`config.mk`:
```
export PLATFORM = sky130hd
export DESIGN_NAME = sublane_driver
export DESIGN_NICKNAME = d
export VERILOG_FILES = /design/src/sublane_pkg.sv /design/src/element_sequencer.sv /design/src/write_delay_line.sv /design/src/write_port_gen.sv /design/src/sublane_driver.sv
export SDC_FILE = /design/constraint.sdc
export NUM_CORES = 1
export LEC_CHECK = 0
export ABC_AREA = 0
export BUFFER_PORTS_ARGS = -buffer_cell sky130_fd_sc_hd__buf_4
export CAP_MARGIN = 40
export CORE_MARGIN = 3
export CORE_UTILIZATION = 30
export CTS_CLUSTER_DIAMETER = 30
export CTS_CLUSTER_SIZE = 10
export DETAILED_ROUTE_END_ITERATION = 8
export SYNTH_ARGS = -nofsm -noshare
export SYNTH_HDL_FRONTEND = slang
export SYNTH_SLANG_ARGS = --single-unit
```
`constraint.sdc`:
```
create_clock -name clk_i -period 6.2 [get_ports clk_i]
set_clock_uncertainty 0.1 [all_clocks]
set_input_delay 0.62 -clock clk_i [delete_from_list [all_inputs] [get_ports clk_i]]
set_output_delay 0.62 -clock clk_i [all_outputs]
set_load 0.01 [all_outputs]
```
`src/sublane_pkg.sv`:
```
package sublane_pkg;

    //////////////////////////////
    // Sizes
    //////////////////////////////
    localparam int VLANE_NUM       = 8;
    localparam int MAX_VL_PER_LANE = 256;
    localparam int MEM_DEPTH       = 512;            // VRF words per lane
    localparam int ADDR_W          = $clog2(MEM_DEPTH);
    localparam int VL_W            = $clog2(VLANE_NUM * MAX_VL_PER_LANE) + 1;
    localparam int ELEM_W          = $clog2(MAX_VL_PER_LANE);

    //////////////////////////////
    // Encodings
    //////////////////////////////
    typedef enum logic [2:0] {
        INST_NORMAL = 3'd0,
        INST_STORE  = 3'd2
    } inst_type_e;

    typedef enum logic [1:0] {
        SEW_BYTE = 2'd0,
        SEW_HALF = 2'd1,
        SEW_WORD = 2'd2
    } sew_e;

    typedef enum logic [1:0] {
        ST_IDLE  = 2'd0,
        ST_ISSUE = 2'd1,
        ST_DRAIN = 2'd2                                // Waiting for writes in flight
    } seq_state_e;

    // One vector instruction as seen by the sequencer
    typedef struct packed {
        inst_type_e        inst_type;
        sew_e              sew;
        logic [VL_W-1:0]   vl;
        logic [ADDR_W-1:0] raddr1;
        logic [ADDR_W-1:0] raddr2;
        logic [ADDR_W-1:0] waddr;
        logic              vector_mask;
    } vec_cmd_t;

    // Pending write for one element position
    typedef struct packed {
        logic                 valid;
        logic [ELEM_W-1:0]    elem;
        logic [VLANE_NUM-1:0] lane_mask;
    } wr_token_t;

    // Packed VRF word holding element elem
    function automatic logic [ADDR_W-1:0] word_offset(sew_e sew, logic [ELEM_W-1:0] elem);
        case (sew)
            SEW_BYTE: return ADDR_W'(elem >> 2);       // Four per word
            SEW_HALF: return ADDR_W'(elem >> 1);
            default:  return ADDR_W'(elem);
        endcase
    endfunction

endpackage

```
`src/element_sequencer.sv`:
```
`timescale 1ns/1ps

module element_sequencer #(
    parameter int PIPE_DELAY = 4
) (
    input  logic                                 clk_i,
    input  logic                                 rst_i,
    input  logic                                 start_i,
    input  sublane_pkg::vec_cmd_t                cmd_i,
    output logic                                 ready_o,
    output sublane_pkg::vec_cmd_t                act_cmd_o,
    output logic                                 rd_valid_o,
    output logic [sublane_pkg::VLANE_NUM-1:0]    rd_lane_valid_o,
    output logic [sublane_pkg::ADDR_W-1:0]       raddr1_o,
    output logic [sublane_pkg::ADDR_W-1:0]       raddr2_o,
    output logic                                 store_valid_o,
    output sublane_pkg::wr_token_t               issue_tok_o
);

    import sublane_pkg::*;

    localparam int LANE_SH = $clog2(VLANE_NUM);
    localparam int DRAIN_W = (PIPE_DELAY > 1) ? $clog2(PIPE_DELAY) : 1;

    seq_state_e           state_q;
    vec_cmd_t             act_cmd_q;
    logic [ELEM_W:0]      n_elem_q;                  // Elements per lane, up to 256
    logic [ELEM_W-1:0]    elem_cnt_q;
    logic [DRAIN_W-1:0]   drain_cnt_q;
    logic [VL_W-1:0]      vl_round;
    logic                 accept;
    logic                 last_elem;
    logic [VLANE_NUM-1:0] lane_valid;

    assign accept    = start_i && ready_o;
    assign vl_round  = cmd_i.vl + VL_W'(VLANE_NUM - 1);
    assign last_elem = ({1'b0, elem_cnt_q} == n_elem_q - 1'b1);

    //////////////////////////////
    // Command capture
    //////////////////////////////
    always_ff @(posedge clk_i) begin
        if (accept) begin
            act_cmd_q <= cmd_i;
            n_elem_q  <= vl_round[LANE_SH +: ELEM_W + 1];   // ceil(vl / lanes)
        end
    end

    //////////////////////////////
    // FSM and counters
    //////////////////////////////
    always_ff @(posedge clk_i) begin
        if (!rst_i) begin
            state_q     <= ST_IDLE;
            elem_cnt_q  <= '0;
            drain_cnt_q <= '0;
        end else begin
            case (state_q)
                ST_IDLE: begin
                    if (accept) begin
                        state_q    <= ST_ISSUE;
                        elem_cnt_q <= '0;
                    end
                end
                ST_ISSUE: begin
                    if (last_elem) begin
                        // Stores have nothing left to write back
                        state_q     <= (act_cmd_q.inst_type == INST_NORMAL) ? ST_DRAIN : ST_IDLE;
                        drain_cnt_q <= '0;
                    end else begin
                        elem_cnt_q <= elem_cnt_q + 1'b1;
                    end
                end
                ST_DRAIN: begin
                    if (drain_cnt_q == DRAIN_W'(PIPE_DELAY - 1)) begin
                        state_q <= ST_IDLE;                 // Last write just left the pipe
                    end else begin
                        drain_cnt_q <= drain_cnt_q + 1'b1;
                    end
                end
                default: state_q <= ST_IDLE;
            endcase
        end
    end

    //////////////////////////////
    // Read side outputs
    //////////////////////////////
    always_comb begin
        for (int l = 0; l < VLANE_NUM; l++) begin
            lane_valid[l] = (VL_W'({elem_cnt_q, LANE_SH'(l)}) < act_cmd_q.vl);
        end
    end

    assign ready_o         = (state_q == ST_IDLE);
    assign act_cmd_o       = act_cmd_q;
    assign rd_valid_o      = (state_q == ST_ISSUE);
    assign rd_lane_valid_o = lane_valid & {VLANE_NUM{rd_valid_o}};
    assign raddr1_o        = act_cmd_q.raddr1 + word_offset(act_cmd_q.sew, elem_cnt_q);
    assign raddr2_o        = act_cmd_q.raddr2 + word_offset(act_cmd_q.sew, elem_cnt_q);
    assign store_valid_o   = rd_valid_o && (act_cmd_q.inst_type == INST_STORE);

    // Write token leaves together with the read
    always_comb begin
        issue_tok_o.valid     = rd_valid_o && (act_cmd_q.inst_type == INST_NORMAL);
        issue_tok_o.elem      = elem_cnt_q;
        issue_tok_o.lane_mask = rd_lane_valid_o;
    end

    // Busy means the captured command must hold
    a_cmd_stable_busy: assert property (@(posedge clk_i) disable iff (!rst_i)
        !ready_o |=> $stable(act_cmd_o));

    a_no_read_idle: assert property (@(posedge clk_i) disable iff (!rst_i)
        (state_q == ST_IDLE) |-> !rd_valid_o);

endmodule

```
`src/write_delay_line.sv`:
```
`timescale 1ns/1ps

module write_delay_line #(
    parameter int PIPE_DELAY = 4
) (
    input  logic                   clk_i,
    input  logic                   rst_i,
    input  sublane_pkg::wr_token_t tok_i,
    output sublane_pkg::wr_token_t tok_o
);

    import sublane_pkg::*;

    wr_token_t stage_q [PIPE_DELAY];     // Stage 0 is the newest

    //////////////////////////////
    // Execute latency model
    //////////////////////////////
    always_ff @(posedge clk_i) begin
        if (!rst_i) begin
            for (int i = 0; i < PIPE_DELAY; i++) begin
                stage_q[i].valid <= 1'b0;
            end
        end else begin
            stage_q[0] <= tok_i;
            for (int i = 1; i < PIPE_DELAY; i++) begin
                stage_q[i] <= stage_q[i-1];
            end
        end
    end

    assign tok_o = stage_q[PIPE_DELAY-1];

    // Elements come out in order, one per cycle within a burst
    a_elem_order: assert property (@(posedge clk_i) disable iff (!rst_i)
        tok_o.valid && $past(tok_o.valid) |->
            tok_o.elem == ELEM_W'($past(tok_o.elem) + 1'b1));

endmodule

```
`src/write_port_gen.sv`:
```
`timescale 1ns/1ps

module write_port_gen (
    input  logic                                    clk_i,
    input  logic                                    rst_i,
    input  sublane_pkg::vec_cmd_t                   act_cmd_i,
    input  sublane_pkg::wr_token_t                  tok_i,
    output logic                                    wen_o,
    output logic [sublane_pkg::ADDR_W-1:0]          waddr_o,
    output logic [sublane_pkg::VLANE_NUM-1:0][3:0]  bwen_o,
    output logic                                    vmrf_wen_o,
    output logic [sublane_pkg::ELEM_W-1:0]          vmrf_addr_o
);

    import sublane_pkg::*;

    logic [3:0] be_pattern;

    //////////////////////////////
    // Byte-enable pattern
    //////////////////////////////
    always_comb begin
        case (act_cmd_i.sew)
            SEW_BYTE: be_pattern = 4'b0001 << tok_i.elem[1:0];
            SEW_HALF: be_pattern = tok_i.elem[0] ? 4'b1100 : 4'b0011;
            SEW_WORD: be_pattern = 4'b1111;
            default:  be_pattern = 4'b0000;
        endcase
    end

    // Lanes without an element keep their bytes
    always_comb begin
        for (int l = 0; l < VLANE_NUM; l++) begin
            if (tok_i.valid && tok_i.lane_mask[l]) begin
                bwen_o[l] = be_pattern;
            end else begin
                bwen_o[l] = 4'b0000;
            end
        end
    end

    //////////////////////////////
    // VRF and mask register ports
    //////////////////////////////
    assign wen_o       = tok_i.valid;
    assign waddr_o     = act_cmd_i.waddr + word_offset(act_cmd_i.sew, tok_i.elem);
    assign vmrf_addr_o = tok_i.elem;                 // One mask bit per element
    assign vmrf_wen_o  = wen_o & act_cmd_i.vector_mask;

    a_bwen_idle: assert property (@(posedge clk_i) disable iff (!rst_i)
        !wen_o |-> (bwen_o == '0));

    for (genvar l = 0; l < VLANE_NUM; l++) begin : g_byte_chk
        a_byte_onehot: assert property (@(posedge clk_i) disable iff (!rst_i)
            wen_o && (act_cmd_i.sew == SEW_BYTE) |-> $onehot0(bwen_o[l]));
    end

endmodule

```
`src/sublane_driver.sv`:
```
`timescale 1ns/1ps

module sublane_driver #(
    parameter int PIPE_DELAY = 4
) (
    input  logic                                    clk_i,
    input  logic                                    rst_i,
    input  logic                                    start_i,
    input  sublane_pkg::vec_cmd_t                   cmd_i,
    output logic                                    ready_o,
    output logic                                    rd_valid_o,
    output logic [sublane_pkg::VLANE_NUM-1:0]       rd_lane_valid_o,
    output logic [sublane_pkg::ADDR_W-1:0]          raddr1_o,
    output logic [sublane_pkg::ADDR_W-1:0]          raddr2_o,
    output logic                                    store_valid_o,
    output logic                                    wen_o,
    output logic [sublane_pkg::ADDR_W-1:0]          waddr_o,
    output logic [sublane_pkg::VLANE_NUM-1:0][3:0]  bwen_o,
    output logic                                    vmrf_wen_o,
    output logic [sublane_pkg::ELEM_W-1:0]          vmrf_addr_o
);

    import sublane_pkg::*;

    vec_cmd_t  act_cmd;
    wr_token_t issue_tok;
    wr_token_t wr_tok;                               // Token at write time

    element_sequencer #(.PIPE_DELAY(PIPE_DELAY)) i_seq (
        .clk_i           (clk_i),
        .rst_i           (rst_i),
        .start_i         (start_i),
        .cmd_i           (cmd_i),
        .ready_o         (ready_o),
        .act_cmd_o       (act_cmd),
        .rd_valid_o      (rd_valid_o),
        .rd_lane_valid_o (rd_lane_valid_o),
        .raddr1_o        (raddr1_o),
        .raddr2_o        (raddr2_o),
        .store_valid_o   (store_valid_o),
        .issue_tok_o     (issue_tok)
    );

    write_delay_line #(.PIPE_DELAY(PIPE_DELAY)) i_dly (
        .clk_i (clk_i),
        .rst_i (rst_i),
        .tok_i (issue_tok),
        .tok_o (wr_tok)
    );

    write_port_gen i_wr (
        .clk_i       (clk_i),
        .rst_i       (rst_i),
        .act_cmd_i   (act_cmd),
        .tok_i       (wr_tok),
        .wen_o       (wen_o),
        .waddr_o     (waddr_o),
        .bwen_o      (bwen_o),
        .vmrf_wen_o  (vmrf_wen_o),
        .vmrf_addr_o (vmrf_addr_o)
    );

endmodule

```
==> flow_metrics.py <==
metrics = {
    "setup_path": {
        "r2r-start": "i_seq.n_elem_q[0]$_DFFE_PP_",
        "cp_max_fo": 19,
        "path_class": "reg2out",
        "start_kind": "flip-flop",
        "reg2reg_to": "i_seq.elem_cnt_q[2]$_SDFFE_PN0P_",
        "worst_setup_path_end_kind": "output pin",
        "r2r_slack_ns": 3.54,
        "worst-endpoint-arrival_ns": 3.37,
        "worstPathRequired_ns": 5.48,
        "r2r_cells": 8,
        "startpoint": "i_seq.act_cmd_o[40]$_DFFE_PP_",
    },
    "grt": {
        "grt_pass1_wl_mm": 21.5,
        "grt_usage_pct": 11.3,
        "grt_max_degree": 78,
        "grt_overflow_total": 0,
        "grt_antenna_before_repair": 0,
        "first_global_vias": 4186,
    },
    "floorplanning": {
        "num_io_pins": 128,
        "start_util_pct": 30.9,
        "die_y_um": 154,
        "die-area_um2": 23700,
        "core_area_um2": 21300,
        "dieWidth_um": 154,
        "rows": 53,
    },
    "logic_synthesis": {
        "async_flop_share_pct": 0,
        "synth_seq_cells": 134,
        "ys_warn_count": 0,
        "synth_edf_count": 118,
        "synth_top_area_share_pct": 53.9,
        "ys_seq_area_share_pct": 58.8,
        "syn_avg_cell_area_um2": 11.9,
        "synthTopCellsByCount": "edfxtp_1, nor2_1, nand2_1",
        "synth.most_common_cell": "edfxtp_1",
        "synth_ff_type": "edfxtp_1",
        "synthesis.area_um2": 6580,
        "postSynthCellCount": 552,
        "syn_nets": 639,
        "synth_area_leaders": "edfxtp_1, ha_1, dfxtp_1, xnor2_1, nor2_1",
        "yosysTopAreaCell": "edfxtp_1",
        "synth_cell_types": 47,
    },
    "cts": {
        "cts-root-buf": "clkbuf_16",
        "cts_resized": 0,
        "clk_path_buf_depth": 2,
        "cts_setup_buffers": 0,
        "cts_hold_buf": 0,
        "clk_pin_slew_ns": 0.06,
        "cts_max_level": 4,
        "cts_tree": "done",
        "worst_skew_pair.late_latency_ns": 0.41,
        "numCtsBuffers": 17,
        "cts.sinks": 134,
    },
    "sta": {
        "worstMarginPinSlew_ns": 0.862,
        "report.final.slew_viol_count": 0,
        "final-hold-violation-count": 0,
        "fin_crit_sh_pct": 66.0,
        "finalSetupTns_ns": 0,
        "period_minus_slack_ns": 4.09,
        "relSlewSlack_pct": 42.3,
        "clock.fmax_ghz": 0.245,
        "rsz0062_at_grt": "no",
        "finalSetupViolCount": 0,
        "hold_slack_ns": 0.282,
    },
    "layout": {
        "drive_above_1_share_pct": 24.6,
        "layout-area-overhead-vs-synth_pct": 26.9,
        "design_area_um2": 8350,
        "final_nets": 760,
        "antenna_cells": 0,
    },
    "place": {
        "placed_area_um2": 7720,
        "port_buffers": 127,
        "place.gp.congestion": 0.760,
        "dpl.hpwl_mm": 9.68,
    },
    "power": {
        "p_leak_nw": 3.46,
        "pwr_density_cell_nw_per_um2": 285,
        "p_int_w": 0.00184,
        "swShare_pct": 22.6,
        "vdd_drop_max_mv": 0.178,
        "fin_total_pwr_w": 0.00238,
        "power.share.clock_pct": 43.8,
        "p_comb_share_pct": 11.1,
        "seq_power_share_pct": 45.1,
        "power_switching_w": 0.000537,
    },
    "detailed_routing": {
        "wl_mm": 13.5,
        "num_vias": 4335,
        "firstDrtPassIters": 7,
        "ant_nets": 0,
        "drcViolationCount": 0,
        "wl_per_cell_um": 14.0,
        "drt_iter0_markers": 171,
        "viasPerCell": 4.51,
    },
    "outcome": {
        "outcome": "completed",
    },
    "min_path": {
        "min_to": "i_seq.act_cmd_o[18]$_DFFE_PP_",
        "worstHoldStart": "cmd_i[18]",
        "holdPathStages": 1,
        "hold_class": "in2reg",
    },
    "flow_run": {
        "maxCapViolCount": 0,
    },
}
stage by stage:
step	instances	utilization, %	worst slack [ns]
3_5_place_dp	928	36.3	2.21
4_1_cts	960	39.1	1.73
5_1_grt	961	39.2	1.88
6_report	961	39.2	2.11
3_3_place_gp	927	36.1	2.27
2_1_floorplan	552	-	2.86
worst max-delay path by stage:
stage                  endpoint  slack, ns  cells past startpoint
global placement    raddr2_o[8]       2.27                     12
finish              raddr2_o[8]       2.11                     13
CTS                 raddr2_o[8]       1.73                     12
floorplan           raddr1_o[8]       2.86                     12
global route        raddr2_o[8]       1.88                     13
detailed placement  raddr2_o[8]       2.21                     12
area by class of cell:
cell class                      instances  area, um^2
Timing Repair Buffer                  131        1010
Fill cell                            2063       12900
Sequential cell                       134        3860
Clock buffer                           19         433
Inverter                               37         139
Multi-Input combinational cell        352        2380
Tap cell                              275         344
Clock inverter                         13         181
cells in the final DEF, fill, tap and decap left out, drive strengths merged, types with 3 or more instances in the layout:
cell / n
nor2: 53
mux2i: 14
bufinv: 4
o21a: 3
a21o: 6
nor4: 3
nor2b: 8
a21boi: 6
nand4: 5
a21oi: 25
fa: 3
edfxtp: 118
nand3: 14
nand2: 43
o21ai: 30
ha: 36
nor3: 6
xor2: 11
clkbuf: 19
and3: 4
or2: 4
o211ai: 6
buf: 131
inv: 37
and2: 9
a31oi: 4
nand2b: 6
or3: 12
clkinv: 6
xnor2: 25
dfxtp: 16
clkinvlp: 3
flip-flops by register name, summed over array words and instances, names as in the netlist:
register,count
i_dly.stage_q,68
i_seq.act_cmd_o,45
i_seq.drain_cnt_q,2
i_seq.elem_cnt_q,8
i_seq.n_elem_q,9
i_seq.state_q,2
logic make-up (layout without fill, tap and decap cells):
group / count (synthesis) / in the layout / synth area share, %
AO/OA/AOI/OAI: 89 / 89 / 8.64
flip-flops: 134 / 134 / 58.8
adder cells (fa/ha/maj): 39 / 39 / 7.76
AND/OR/NAND/NOR: 174 / 174 / 12.7
multiplexers: 14 / 14 / 2.13
buffers and inverters: 66 / 200 / 5.12
XOR/XNOR: 36 / 36 / 4.91
power groups by stage:
stage / Clock (W) / Sequential (W) / Combinational, W
4_1_cts: 0.00107 / 0.00107 / 0.000266
2_1_floorplan: 0 / 0.00108 / 0.000158
3_5_place_dp: 0 / 0.00109 / 0.000265
3_3_place_gp: 0 / 0.00109 / 0.000260
6_report: 0.00104 / 0.00107 / 0.000265
5_1_grt: 0.00111 / 0.00108 / 0.000294
critical path, cell delays in order (launching register included):
cell      delay, ns
edfxtp_1       0.44
buf_8          0.20
mux2i_1        0.12
o21ai_0        0.27
ha_1           0.23
inv_1          0.06
fa_1           0.40
nor2b_1        0.13
o21ai_0        0.10
a21boi_0       0.29
o21ai_0        0.19
a21oi_1        0.19
xor2_1         0.16
buf_4          0.14
per-layer routing:
metal | part of all wire [%] | up-vias | global-route usage (%)
met2 | 49 | 103 | 18.6
met3 | 4.4 | 20 | 3.07
met1 | 45 | 2006 | 14.3
li1 | - | 2206 | -
met4 | 1.8 | 0 | 4.37
met5 | 0 | - | 0
(Power assumes the default switching activity.)
